`config.mk`:
```
export PLATFORM = sky130hd
export DESIGN_NAME = cpu_top
export DESIGN_NICKNAME = d
export VERILOG_FILES = /design/src/cpu_pkg.sv /design/src/cpu_alu.sv /design/src/cpu_datapath.sv /design/src/cpu_sequencer.sv /design/src/cpu_top.sv
export VERILOG_INCLUDE_DIRS = /design/src
export SDC_FILE = /design/constraint.sdc
export NUM_CORES = 1
export LEC_CHECK = 0
export BUFFER_PORTS_ARGS = -buffer_cell sky130_fd_sc_hd__buf_2
export CAP_MARGIN = 30
export CELL_PAD_IN_SITES_DETAIL_PLACEMENT = 0
export CELL_PAD_IN_SITES_GLOBAL_PLACEMENT = 2
export CORE_AREA = 2 2 161 163
export DETAILED_ROUTE_END_ITERATION = 8
export DIE_AREA = 0 0 163 165
export GPL_ROUTABILITY_DRIVEN = 0
export HOLD_SLACK_MARGIN = 0.05
export PLACE_DENSITY = 0.88
export SETUP_SLACK_MARGIN = 0.15
export SYNTH_ARGS = -nofsm -noshare
export SYNTH_HDL_FRONTEND = slang
export SYNTH_HIERARCHICAL = 1
export SYNTH_SLANG_ARGS = --single-unit
```
`constraint.sdc`:
```
create_clock -name clk -period 14 [get_ports clk]
set_input_delay 2.8 -clock clk [delete_from_list [all_inputs] [get_ports clk]]
set_output_delay 2.8 -clock clk [all_outputs]
set_load 0.01 [all_outputs]
```
`src/cpu_defs.svh`:
```
`ifndef CPU_DEFS_SVH
`define CPU_DEFS_SVH

// Memory address width, enough for 64 words
`define CPU_ADDR_W 6

// Word width of memory, registers and instructions
`define CPU_DATA_W 16

// Address of the first instruction after reset
`define CPU_PC_START 8

// Opcode occupies the top four bits of the instruction
`define CPU_OPC_LSB 12

// Each operand field is an address of this width followed by its indirect flag
`define CPU_FIELD_W 3

`endif

```
`src/cpu_pkg.sv`:
```
`default_nettype none

package cpu_pkg;

    typedef enum logic [3:0] {
        OP_MOV  = 4'd0,
        OP_ADD  = 4'd1,
        OP_SUB  = 4'd2,
        OP_MUL  = 4'd3,
        OP_IN   = 4'd7,
        OP_OUT  = 4'd8,
        OP_STOP = 4'd15
    } opcode_e;

    typedef enum logic [2:0] {ST_FETCH, ST_DECODE, ST_EXECUTE, ST_STORE, ST_HALT} state_e;

    // Substates are shared by fetch, operand reads and store
    typedef enum logic [3:0] {
        STEP_LOAD_MAR,
        STEP_IND_WAIT,
        STEP_IND_READ,
        STEP_IND_TO_MAR,
        STEP_WAIT,
        STEP_READ,
        STEP_TO_ACC,
        STEP_TO_MDR,
        STEP_WRITE,
        STEP_SET_STATUS,
        STEP_LOAD_IN
    } step_e;

    typedef enum logic [1:0] {ALU_ADD, ALU_SUB, ALU_MUL} alu_op_e;
    typedef enum logic [1:0] {MAR_PC, MAR_FIELD, MAR_MDR} mar_src_e;
    typedef enum logic [1:0] {ACC_MDR, ACC_ALU, ACC_IN} acc_src_e;
    typedef enum logic [0:0] {MDR_MEM, MDR_ACC} mdr_src_e;

endpackage

`default_nettype wire

```
`src/cpu_alu.sv`:
```
`timescale 1ns/1ps
`default_nettype none

`include "cpu_defs.svh"

module cpu_alu
    import cpu_pkg::*;
(
    input  alu_op_e                alu_op,
    input  logic [`CPU_DATA_W-1:0] a,     // Accumulator, first operand
    input  logic [`CPU_DATA_W-1:0] b,     // MDR, second operand
    output logic [`CPU_DATA_W-1:0] f
);

    // Results wrap modulo 2^16, the product keeps only its low half
    always_comb
    begin
        case (alu_op)
            ALU_ADD:
                f = a + b;
            ALU_SUB:
                f = a - b;
            ALU_MUL:
                f = a * b;
            default:
                f = '0;
        endcase
    end

    always_comb
    begin
        assert (alu_op inside {ALU_ADD, ALU_SUB, ALU_MUL})
        else
            $error("cpu_alu: undefined operation %0d", alu_op);
    end

endmodule

`default_nettype wire

```
`src/cpu_datapath.sv`:
```
`timescale 1ns/1ps
`default_nettype none

`include "cpu_defs.svh"

module cpu_datapath
    import cpu_pkg::*;
(
    input  logic                   clk,
    input  logic                   rst_n,
    input  logic [`CPU_DATA_W-1:0] mem,
    input  logic [`CPU_DATA_W-1:0] in,
    input  logic                   pc_inc,
    input  logic                   mar_ld,
    input  mar_src_e               mar_sel,
    input  logic [`CPU_FIELD_W-1:0] field_addr,
    input  logic                   mdr_ld,
    input  mdr_src_e               mdr_sel,
    input  logic                   ir_ld,
    input  logic                   acc_ld,
    input  acc_src_e               acc_sel,
    input  alu_op_e                alu_op,
    input  logic                   out_ld,
    input  logic                   we_set,
    output logic [`CPU_DATA_W-1:0] ir,
    output logic [`CPU_ADDR_W-1:0] addr,
    output logic [`CPU_DATA_W-1:0] data,
    output logic [`CPU_DATA_W-1:0] out,
    output logic [`CPU_ADDR_W-1:0] pc,
    output logic                   we
);

    logic [`CPU_ADDR_W-1:0] pc_q;
    logic [`CPU_ADDR_W-1:0] mar_q;
    logic [`CPU_DATA_W-1:0] mdr_q;
    logic [`CPU_DATA_W-1:0] ir_q;
    logic [`CPU_DATA_W-1:0] acc_q;
    logic [`CPU_DATA_W-1:0] out_q;
    logic                   we_q;

    logic [`CPU_ADDR_W-1:0] mar_d;
    logic [`CPU_DATA_W-1:0] mdr_d;
    logic [`CPU_DATA_W-1:0] acc_d;
    logic [`CPU_DATA_W-1:0] alu_f;

    cpu_alu i_alu (
        .alu_op (alu_op),
        .a      (acc_q),
        .b      (mdr_q),
        .f      (alu_f)
    );

    always_comb
    begin
        case (mar_sel)
            MAR_FIELD:
                mar_d = {{(`CPU_ADDR_W - `CPU_FIELD_W){1'b0}}, field_addr};
            MAR_MDR:
                mar_d = mdr_q[`CPU_ADDR_W-1:0];   // Pointer word, low 6 bits
            default:
                mar_d = pc_q;
        endcase
    end

    assign mdr_d = (mdr_sel == MDR_ACC) ? acc_q : mem;

    always_comb
    begin
        case (acc_sel)
            ACC_ALU:
                acc_d = alu_f;
            ACC_IN:
                acc_d = in;
            default:
                acc_d = mdr_q;
        endcase
    end

    always_ff @(posedge clk or negedge rst_n)
    begin
        if (!rst_n)
        begin
            pc_q  <= `CPU_ADDR_W'(`CPU_PC_START);
            mar_q <= '0;
            mdr_q <= '0;
            ir_q  <= '0;
            acc_q <= '0;
            out_q <= '0;
            we_q  <= 1'b0;
        end
        else
        begin
            if (pc_inc)
                pc_q <= pc_q + `CPU_ADDR_W'(1);
            if (mar_ld)
                mar_q <= mar_d;
            if (mdr_ld)
                mdr_q <= mdr_d;
            if (ir_ld)
                ir_q <= mdr_q;   // Instruction word was read into MDR the cycle before
            if (acc_ld)
                acc_q <= acc_d;
            if (out_ld)
                out_q <= mdr_q;
            we_q <= we_set;      // One-cycle pulse, follows WRITE
        end
    end

    assign ir   = ir_q;
    assign addr = mar_q;
    assign data = mdr_q;
    assign out  = out_q;
    assign pc   = pc_q;
    assign we   = we_q;

    // The memory samples addr in the write cycle, so MAR must not have moved just before it
    assert property (@(posedge clk) disable iff (!rst_n) we |-> !$past(mar_ld))
    else
        $error("cpu_datapath: write issued right after a MAR load");

endmodule

`default_nettype wire

```
`src/cpu_sequencer.sv`:
```
`timescale 1ns/1ps
`default_nettype none

`include "cpu_defs.svh"

module cpu_sequencer
    import cpu_pkg::*;
(
    input  logic                    clk,
    input  logic                    rst_n,
    input  logic [`CPU_DATA_W-1:0]  ir,
    output logic                    pc_inc,
    output logic                    mar_ld,
    output mar_src_e                mar_sel,
    output logic [`CPU_FIELD_W-1:0] field_addr,
    output logic                    mdr_ld,
    output mdr_src_e                mdr_sel,
    output logic                    ir_ld,
    output logic                    acc_ld,
    output acc_src_e                acc_sel,
    output alu_op_e                 alu_op,
    output logic                    out_ld,
    output logic                    we_set,
    output logic                    status,
    output logic                    halted
);

    state_e  state_q;
    state_e  state_d;
    step_e   step_q;
    step_e   step_d;
    step_e   cur_step;
    step_e   addr_done;
    logic    z_phase;        // Second operand (Z) of an arithmetic instruction is being read
    logic    z_phase_d;
    opcode_e op;
    logic    op_valid;
    logic    is_arith;
    logic    cur_ind;

    logic [`CPU_FIELD_W-1:0] x_addr;
    logic [`CPU_FIELD_W-1:0] y_addr;
    logic [`CPU_FIELD_W-1:0] z_addr;
    logic                    x_ind;
    logic                    y_ind;
    logic                    z_ind;

    // Fields from low to high are Y, X, Z, each an address with its flag above it
    assign op     = opcode_e'(ir[`CPU_OPC_LSB +: 4]);
    assign y_addr = ir[0 +: `CPU_FIELD_W];
    assign y_ind  = ir[`CPU_FIELD_W];
    assign x_addr = ir[(`CPU_FIELD_W + 1) +: `CPU_FIELD_W];
    assign x_ind  = ir[2 * `CPU_FIELD_W + 1];
    assign z_addr = ir[2 * (`CPU_FIELD_W + 1) +: `CPU_FIELD_W];
    assign z_ind  = ir[3 * `CPU_FIELD_W + 2];

    assign op_valid = op inside {OP_MOV, OP_ADD, OP_SUB, OP_MUL, OP_IN, OP_OUT};
    assign is_arith = op inside {OP_ADD, OP_SUB, OP_MUL};

    always_comb
    begin
        if (state_q == ST_STORE || op == OP_OUT)
        begin
            field_addr = x_addr;
            cur_ind    = x_ind;
        end
        else if (z_phase)
        begin
            field_addr = z_addr;
            cur_ind    = z_ind;
        end
        else
        begin
            field_addr = y_addr;
            cur_ind    = y_ind;
        end
    end

    // IN reads no operand, so its first decode cycle is the status pulse
    assign cur_step = (state_q == ST_DECODE && op == OP_IN && step_q == STEP_LOAD_MAR) ?
                      STEP_SET_STATUS : step_q;

    // Address steps end in a read during decode and in the write during store
    assign addr_done = (state_q == ST_STORE) ? STEP_WRITE : STEP_WAIT;

    always_comb
    begin
        case (op)
            OP_SUB:
                alu_op = ALU_SUB;
            OP_MUL:
                alu_op = ALU_MUL;
            default:
                alu_op = ALU_ADD;
        endcase
    end

    always_comb
    begin
        state_d   = state_q;
        step_d    = step_q;
        z_phase_d = z_phase;
        pc_inc    = 1'b0;
        mar_ld    = 1'b0;
        mar_sel   = MAR_PC;
        mdr_ld    = 1'b0;
        mdr_sel   = MDR_MEM;
        ir_ld     = 1'b0;
        acc_ld    = 1'b0;
        acc_sel   = ACC_MDR;
        out_ld    = 1'b0;
        we_set    = 1'b0;
        case (state_q)
            ST_FETCH:
            begin
                case (step_q)
                    STEP_LOAD_MAR:
                    begin
                        mar_ld = 1'b1;
                        pc_inc = 1'b1;
                        step_d = STEP_WAIT;
                    end
                    STEP_WAIT:
                        step_d = STEP_READ;
                    STEP_READ:
                    begin
                        mdr_ld = 1'b1;
                        step_d = STEP_TO_ACC;
                    end
                    default:
                    begin
                        ir_ld     = 1'b1;
                        z_phase_d = 1'b0;
                        state_d   = ST_DECODE;
                        step_d    = STEP_LOAD_MAR;
                    end
                endcase
            end
            ST_DECODE, ST_STORE:
            begin
                if (state_q == ST_DECODE && !op_valid)
                    state_d = ST_HALT;   // STOP and unknown opcodes
                else
                begin
                    case (cur_step)
                        STEP_LOAD_MAR:
                        begin
                            mar_ld  = 1'b1;
                            mar_sel = MAR_FIELD;
                            step_d  = cur_ind ? STEP_IND_WAIT : addr_done;
                        end
                        STEP_IND_WAIT:
                            step_d = STEP_IND_READ;
                        STEP_IND_READ:
                        begin
                            mdr_ld = 1'b1;
                            step_d = STEP_IND_TO_MAR;
                        end
                        STEP_IND_TO_MAR:
                        begin
                            mar_ld  = 1'b1;
                            mar_sel = MAR_MDR;
                            step_d  = addr_done;
                        end
                        STEP_WAIT:
                            step_d = STEP_READ;
                        STEP_READ:
                        begin
                            mdr_ld = 1'b1;
                            step_d = (op == OP_OUT || z_phase) ? STEP_TO_MDR : STEP_TO_ACC;
                        end
                        STEP_TO_ACC:
                        begin
                            acc_ld = 1'b1;
                            step_d = STEP_LOAD_MAR;
                            if (is_arith)
                                z_phase_d = 1'b1;   // Y is in ACC, go fetch Z
                            else
                                state_d = ST_STORE;
                        end
                        STEP_TO_MDR:
                        begin
                            step_d = STEP_LOAD_MAR;
                            if (op == OP_OUT)
                            begin
                                out_ld  = 1'b1;
                                state_d = ST_FETCH;
                            end
                            else
                                state_d = ST_EXECUTE;   // Z stays in MDR as the ALU operand
                        end
                        STEP_SET_STATUS:
                            step_d = STEP_LOAD_IN;
                        STEP_LOAD_IN:
                        begin
                            acc_ld  = 1'b1;
                            acc_sel = ACC_IN;
                            state_d = ST_STORE;
                            step_d  = STEP_LOAD_MAR;
                        end
                        STEP_WRITE:
                        begin
                            mdr_ld  = 1'b1;
                            mdr_sel = MDR_ACC;
                            we_set  = 1'b1;
                            state_d = ST_FETCH;
                            step_d  = STEP_LOAD_MAR;
                        end
                        default:
                            state_d = ST_HALT;
                    endcase
                end
            end
            ST_EXECUTE:
            begin
                acc_ld  = 1'b1;
                acc_sel = ACC_ALU;
                state_d = ST_STORE;
                step_d  = STEP_LOAD_MAR;
            end
            default:
                state_d = ST_HALT;   // Held until reset
        endcase
    end

    always_ff @(posedge clk or negedge rst_n)
    begin
        if (!rst_n)
        begin
            state_q <= ST_FETCH;
            step_q  <= STEP_LOAD_MAR;
            z_phase <= 1'b0;
        end
        else
        begin
            state_q <= state_d;
            step_q  <= step_d;
            z_phase <= z_phase_d;
        end
    end

    assign status = (state_q == ST_DECODE) && (cur_step == STEP_SET_STATUS);
    assign halted = (state_q == ST_HALT);

    assert property (@(posedge clk) disable iff (!rst_n) status |=> !status)
    else
        $error("cpu_sequencer: status held longer than one cycle");

    assert property (@(posedge clk) disable iff (!rst_n) halted |=> halted)
    else
        $error("cpu_sequencer: left HALT without reset");

endmodule

`default_nettype wire

```
`src/cpu_top.sv`:
```
`timescale 1ns/1ps
`default_nettype none

`include "cpu_defs.svh"

module cpu_top
    import cpu_pkg::*;
(
    input  logic                   clk,
    input  logic                   rst_n,
    input  logic [`CPU_DATA_W-1:0] mem,     // Registered read data for addr
    input  logic [`CPU_DATA_W-1:0] in,
    output logic                   status,
    output logic                   we,
    output logic [`CPU_ADDR_W-1:0] addr,
    output logic [`CPU_DATA_W-1:0] data,
    output logic [`CPU_DATA_W-1:0] out,
    output logic [`CPU_ADDR_W-1:0] pc,
    output logic                   halted
);

    logic                    pc_inc;
    logic                    mar_ld;
    mar_src_e                mar_sel;
    logic [`CPU_FIELD_W-1:0] field_addr;
    logic                    mdr_ld;
    mdr_src_e                mdr_sel;
    logic                    ir_ld;
    logic                    acc_ld;
    acc_src_e                acc_sel;
    alu_op_e                 alu_op;
    logic                    out_ld;
    logic                    we_set;
    logic [`CPU_DATA_W-1:0]  ir;

    cpu_sequencer i_sequencer (
        .clk        (clk),
        .rst_n      (rst_n),
        .ir         (ir),
        .pc_inc     (pc_inc),
        .mar_ld     (mar_ld),
        .mar_sel    (mar_sel),
        .field_addr (field_addr),
        .mdr_ld     (mdr_ld),
        .mdr_sel    (mdr_sel),
        .ir_ld      (ir_ld),
        .acc_ld     (acc_ld),
        .acc_sel    (acc_sel),
        .alu_op     (alu_op),
        .out_ld     (out_ld),
        .we_set     (we_set),
        .status     (status),
        .halted     (halted)
    );

    cpu_datapath i_datapath (
        .clk        (clk),
        .rst_n      (rst_n),
        .mem        (mem),
        .in         (in),
        .pc_inc     (pc_inc),
        .mar_ld     (mar_ld),
        .mar_sel    (mar_sel),
        .field_addr (field_addr),
        .mdr_ld     (mdr_ld),
        .mdr_sel    (mdr_sel),
        .ir_ld      (ir_ld),
        .acc_ld     (acc_ld),
        .acc_sel    (acc_sel),
        .alu_op     (alu_op),
        .out_ld     (out_ld),
        .we_set     (we_set),
        .ir         (ir),
        .addr       (addr),
        .data       (data),
        .out        (out),
        .pc         (pc),
        .we         (we)
    );

endmodule

`default_nettype wire

```
==> results of run 1 <==
==> synth_stat cells (27+ instances only) <==
master      n  share of area (%)
and2_1     72                4.6
o21ai_0    33                1.7
fa_1       81                 17
xor2_1     27                2.4
ha_1       71                9.1
a21oi_1    47                2.4
dfrtp_1    84                 22
inv_1     153                5.9
nor2_1     65                2.5
o22ai_1    31                2.0
xnor2_1    38                3.4
mux2_2     28                3.2
clkbuf_1   28                1.1
nand2_1    90                3.5
==> per-layer routing <==
layer	routed length [µm]	GRT usage (%)	part of all wire, %	vias up
met1	12900	29.4	46	3761
met5	0	0	0	-
met3	1490	3.64	5.3	48
li1	-	-	-	3659
met2	13200	34.8	47	221
met4	715	6.23	2.5	0
==> per-stage QoR <==
| stage | cell area, µm² | hold WS, ns | util [%] | setup slack (ns) | cells |
|---|---|---|---|---|---|
| final | 10700 | 0.503 | 42.9 | 7.46 | 1457 |
| after global routing | 10700 | 0.519 | 42.9 | 7.14 | 1457 |
| after CTS | 10700 | 0.506 | 42.8 | 7.50 | 1456 |
| after detailed placement | 10400 | 0.490 | 41.4 | 7.49 | 1440 |
| after global placement | 10300 | 0.487 | 41.2 | 7.62 | 1438 |
| after floorplan | 9710 | 0.476 | - | 8.00 | 1066 |
==> sequential cells by signal (all words and copies together) (netlist names) <==
signal               flops
i_sequencer/state_q      3
i_datapath/acc_q        16
i_datapath/data         16
i_datapath/we            1
i_sequencer/z_phase      1
i_datapath/pc            6
i_datapath/ir           16
i_sequencer/step_q       4
i_datapath/out          16
i_datapath/addr          6
==> layout make-up <==
cell class                 instances  share of cell area, %
clock inverter                     5                  0.769
multi-input combinational        774                   62.3
tap                              330                   3.84
clock buffer                      11                   2.35
sequential                        85                   19.8
timing repair buffer              97                   5.50
inverter                         155                   5.44
==> worst max-delay path, cell delays in order, from the launching register on <==
cell and delay [ns]:
dfrtp_1 0.91, nand2_1 0.18, fa_1 0.60, fa_1 0.44, fa_1 0.50, fa_1 0.49
inv_1 0.05, fa_1 0.53, inv_1 0.06, fa_1 0.55, inv_1 0.05, ha_1 0.34
and2_1 0.17, o21ai_0 0.35, a31oi_4 0.13, or3_1 0.39, a31oi_1 0.18, a21oi_1 0.06
a221oi_1 0.28, o22ai_1 0.14
==> worst paths after layout <==
| kind | to | slack, ns | depth (start not counted) |
|---|---|---|---|
| max in group asynchronous | i_datapath/out[4] | 10.77 | 3 |
| min | i_datapath/ir[3] | 0.50 | 1 |
| max | i_datapath/acc_q[15] | 7.46 | 19 |
| min in group asynchronous | i_datapath/pc[5] | 2.29 | 1 |
| min reg2reg | i_datapath/ir[3] | 0.50 | 1 |
| max reg2reg | i_datapath/acc_q[15] | 7.46 | 19 |
==> cells by family after synthesis <==
logic type	share of synthesized area, %
adder cells (fa/ha/maj)	25.8
multiplexers	6.39
flip-flops	21.9
AO/OA/AOI/OAI	13.9
buffers and inverters	9.34
XOR/XNOR	6.93
AND/OR/NAND/NOR	15.7
==> impl.org, run 1 <==
** Clock network
- Sinks on Clock Net :: 85
- Counting along the longest clock path gives a buffer depth of 2.
- Buffers inserted by post-CTS timing repair :: 0
- Quantity of hold-fixing buffers added after cts :: 0
- The later pin in the worst-skew pair is clocked with a latency of 0.34 ns.
- Clock-pin transition on the worst setup and hold timing paths :: 0.07 ns
- TritonCTS built the clock tree.
- The H-tree was split into 3 levels.
- Count of instances resized after the clock tree is built :: 0
- In this run the clock root is driven by a clkbuf_16.
- In this run, CTS created clock tree buffers numbering 9.

** Setup path
- The critical path starts at i_datapath/data[3].
- The critical path in this run is classified as register to register.
- The worst setup path is launched from a register.
- The worst setup path is captured at a register.
- For the worst setup path, the data arrival time is 6.75 ns.
- Of all nets on the critical path, the largest fanout is 21.
- Required time worst endpoint :: 14.21 ns
- In this run the critical register-to-register path is launched from i_datapath/data[3].

** Finish
- Cells with a size suffix above 1 make up 16.4% of the layout.
- Commonest cells after routing, fill and taps aside :: inv_1 (153), nand2_1 (90), dfrtp_1 (84), fa_1 (81), buf_2 (79)
- After filler insertion, the fill cell instance count of the layout stands at 2470.
- Most frequent standard cell in the layout excluding fill and tap cells :: inv_1
- Antenna diode instance count :: 0
- Footprint of the multi-input gates :: 6690 µm²
- In the final layout, flip-flops and latches occupy 2130 µm².
- Area Growth Syn to Fin :: 10.6%
- The net count of the finished layout is 1308.

** STA
- Period utilisation layout :: 46.7%
- For this run, the top clock speed supported by timing is 153 MHz.
- Worst slew slack as a fraction of its limit :: 36.5%
- The final count of pins violating max slew came to 0.
- The clock arrives with 0.00944 ns of skew.
- Counting I/O delays and the setup requirement, the final critical path takes 6.54 ns.
- Final-report setup violation count :: 0
- Summed negative setup slack over all endpoints :: 0 ns
- For the pin with the worst max-slew slack, the measured transition is 0.952 ns.
- Unrepaired setup endpoints after global routing :: false
- The hold violation total from the final report came to 0.

** Placed design
- Half-perimeter wire length of the detailed placement result :: 21200 µm
- In this run the tool buffered the top-level ports with 80 buffer cells.

** Logic synthesis
- After synthesis, flip-flops and latches occupy 21.9% of the total area.
- After synthesis the cells add up to 9710 µm².
- Asr flop ratio synth :: 100%
- The average instance in the mapped netlist occupies 9.11 µm².
- Cell variety after synth :: 79
- Synthesized net count :: 1252
- Flops & latches, synth :: 85
- Counting every instance in the synthesized netlist gives 1066.
- Among all flip-flop cells after synthesis, the most frequent one is dfrtp_1.
- EDFF count, synth :: 0
- For this run, the number of Yosys warnings is 6.

** Routing
- Detailed routing inserted a total of 7689 vias.
- Initial drt markers :: 437
- Before antenna repair, the detailed router went through 5 iterations.
- Aggregate routed wire length :: 28300 µm
- Number of nets still failing antenna checks after routing :: 0
- DRC errors left :: 0
- Routed wire length per instance :: 19.4 µm
- Using the TritonRoute via totals, the vias-per-cell ratio works out to 5.28.

** Global route
- Wire length of the first global-routing pass :: 43900 µm
- Largest net degree at the start of global routing :: 42
- For this run, the total global-route usage over all layers was measured as 21.4%.
- Via count of the first global-routing pass :: 7812
- For this run the aggregate overflow at the end of global routing stands at 0.
- Initial antenna violation count :: 0

** Floorplan
- Row generation in the floorplan step produced 58 rows.
- Top-Level Pins :: 81
- Measured along the x axis, the die boundary spans 163 µm.
- In this run the vertical extent of the chip is 165 µm.
- DIE AREA :: 26900 µm²
- Core area :: 25000 µm²
- Initial standard-cell utilization of the core :: 38.8%

** Hold path
- In this run the worst hold path is classified as register to register.
- Worst min-delay path startpoint :: i_datapath/ir[3]

** Job
- The tool flagged a number of max-cap violations equal to 0.

** Run status
- The run finished with clean final reports.
Power of run 1 is not shown: default switching activity piles up to over one toggle a cycle in this logic, so the estimate is an artifact.
==> run 2: changes to the inputs <==
Clock period 14 ns to 6.34 ns, I/O delays scaled along.
==> impl.org, run 2 (synthesis results as in run 1) <==
** Finish
- Commonest cells after routing, fill and taps aside :: inv_1 (153), nand2_1 (90), fa_1 (81), buf_2 (79), dfrtp_1 (74)
- The library cell used most frequently in the layout, excluding fill and tap cells, is inv_1.
- Share of cells above drive strength 1 :: 19.3%
- Area Growth Syn to Fin :: 12.3%
- Antenna diode instance count :: 0
- At the end of the flow, the number of nets in the layout was 1334.
- Measured on the finished design, the core utilization comes to 43.6%.

** Setup path
- The worst setup path is captured at a register.
- The endpoint identified for the worst register-to-register timing path is i_datapath/acc_q[15].
- Category of cells accounting for the largest share of critical-path delay :: adder cells
- The largest individual stage delay along the critical path comes from the cell fa_1.
- The worst register-to-register path begins at i_datapath/acc_q[6].
- Setup slack on the worst reg-to-reg path comes out at 0.38 ns.
- Traced cell by cell, the critical path runs through and2_1 -> fa_1 -> inv_1 -> fa_1 -> inv_1 -> fa_1 -> fa_1 -> fa_1 -> inv_1 -> fa_1 -> inv_1 -> ha_1 -> nand3_1 -> a211o_1 -> a31oi_4 -> or3_1 -> a31oi_1 -> a21oi_1 -> a221oi_2 -> o22ai_1.
- The worst setup path is of the register to register kind.
- The critical path contains buffers and inverters numbering 4 combined.
- Nature of the critical path startpoint :: register
- Most frequent cell on the critical path :: fa_1
- For the worst setup path, the data required time is 6.53 ns.
- Arrival time of data at the critical path endpoint :: 6.15 ns
- Critical Path Fanout Max :: 9
- Maximum cell stage delay along the critical path :: 0.55 ns
- Counting cells, the worst reg-to-reg path comes to 20.

** Clock network
- Quantity of hold-fixing buffers added after cts :: 0
- The longest clock path from root to sink contains 2 buffers.
- After clock tree synthesis, the clock-pin slew on the worst setup and hold paths is 0.06 ns.
- Sinks on Clock Net :: 85
- CTS placed an instance of clkbuf_16 at the clock tree root.
- Insertion delay of the later-clocked pin in the worst-skew pair :: 0.34 ns
- TritonCTS created 9 clock buffers.
- The H-tree was split into 3 levels.
- TritonCTS clock tree :: done

** Routing
- Initial drt markers :: 575
- Total number of vias :: 7794
- Aggregate routed wire length :: 29100 µm
- Count of TritonRoute iterations in the first routing pass :: 5
- The detail route stage leaves a number of antenna-violating nets equal to 0.
- Routed wire length per instance :: 19.6 µm
- Average vias per placed instance :: 5.26
- For this run, design rule violations remaining after detail routing come to 0.

** Global route
- Entering global routing, the biggest net connects 56 pins.
- The first global-routing pass estimated 45400 µm of wire.
- Initial antenna violation count :: 0
- For this run the aggregate overflow at the end of global routing stands at 0.
- Global router's overall resource usage :: 22.2%
- The via count of the first global-routing pass is 7945.

** Hold path
- Min-Delay Path Depth :: 1
- Worst Hold Endpoint :: i_datapath/out[15]
- In this run the most critical hold path is launched from i_datapath/out[15].
- Hold crit path type :: register to register

** Floorplan
- DIE AREA :: 26900 µm²
- Die boundary width :: 163 µm
- Once the floorplan was initialized, standard cells occupied 38.8% of the core.
- Core area :: 25000 µm²
- The floorplan has 58 rows.
- During I/O placement, the number of pins put on the boundary was 81.
- Measured along the y axis, the die boundary spans 165 µm.

** STA
- Setup violations remaining at the end of the flow were counted as 0.
- Clock period minus worst slack :: 5.96 ns
- The worst pin sits at a relative slew slack of 33.7%.
- Unrepaired setup endpoints after global routing :: false
- Count of endpoints failing hold in the final timing report :: 0
- Final Max Slew Viols :: 0
- Peak Freq :: 168 MHz
- Period utilisation layout :: 94.0%
- Summed negative setup slack over all endpoints :: 0 ns
- The tightest hold path in the finished design has a slack of 0.503 ns.
- For the pin with the worst max-slew slack, the measured transition is 0.994 ns.
- Final worst clock skew :: 0.00822 ns

** Job
- Max-cap violations in this run came to 0.

** Placed design
- Input and output buffers added on the ports amount to 80.
- Half-perimeter wire length of the detailed placement result :: 22500 µm

** Run status
- The run finished with clean final reports.
## run 2: metrics by stage
stage	worst slack [ns]	instances	cell area, µm²
after global placement	0.210	1465	10500
final	0.379	1483	10900
after CTS	0.156	1483	10900
after detailed placement	0.158	1467	10600
after floorplan	0.339	1066	9710
after global routing	0.162	1483	10900
## run 2: worst max path at each step
| stage | from | endpoint | cells after the start |
|---|---|---|---|
| after floorplan | i_datapath/data[6] | i_datapath/acc_q[15] | 21 |
| after global placement | i_datapath/data[6] | i_datapath/acc_q[15] | 20 |
| after detailed placement | i_datapath/data[6] | i_datapath/acc_q[15] | 20 |
| after CTS | i_datapath/data[6] | i_datapath/acc_q[15] | 20 |
| after global routing | i_datapath/data[4] | i_datapath/acc_q[15] | 20 |
| final | i_datapath/acc_q[6] | i_datapath/acc_q[15] | 20 |
## run 2: cell type report
cell class,count,area [µm²]
clock buffer,10,229
clock inverter,6,87.6
fill,2487,14100
inverter,155,584
multi-input combinational,774,6700
sequential,85,2140
tap,330,413
timing repair buffer,123,753
## run 2: repair_timing
| action | CTS | global route |
|---|---|---|
| setup buffers | 0 | 0 |
| setup endpoints to repair | 0 | 3 |
| resized for setup | 0 | 13 |
| hold endpoints to repair | 0 | 0 |
## run 2: per-layer routing
metal / vias up / routed length (µm) / track usage [%]
met4: 0 / 819 / 6.76
li1: 3711 / - / -
met1: 3843 / 13500 / 30.9
met2: 196 / 13300 / 35.1
met3: 44 / 1470 / 4.14
met5: - / 0 / 0
Power of run 2 is left out for the same reason.
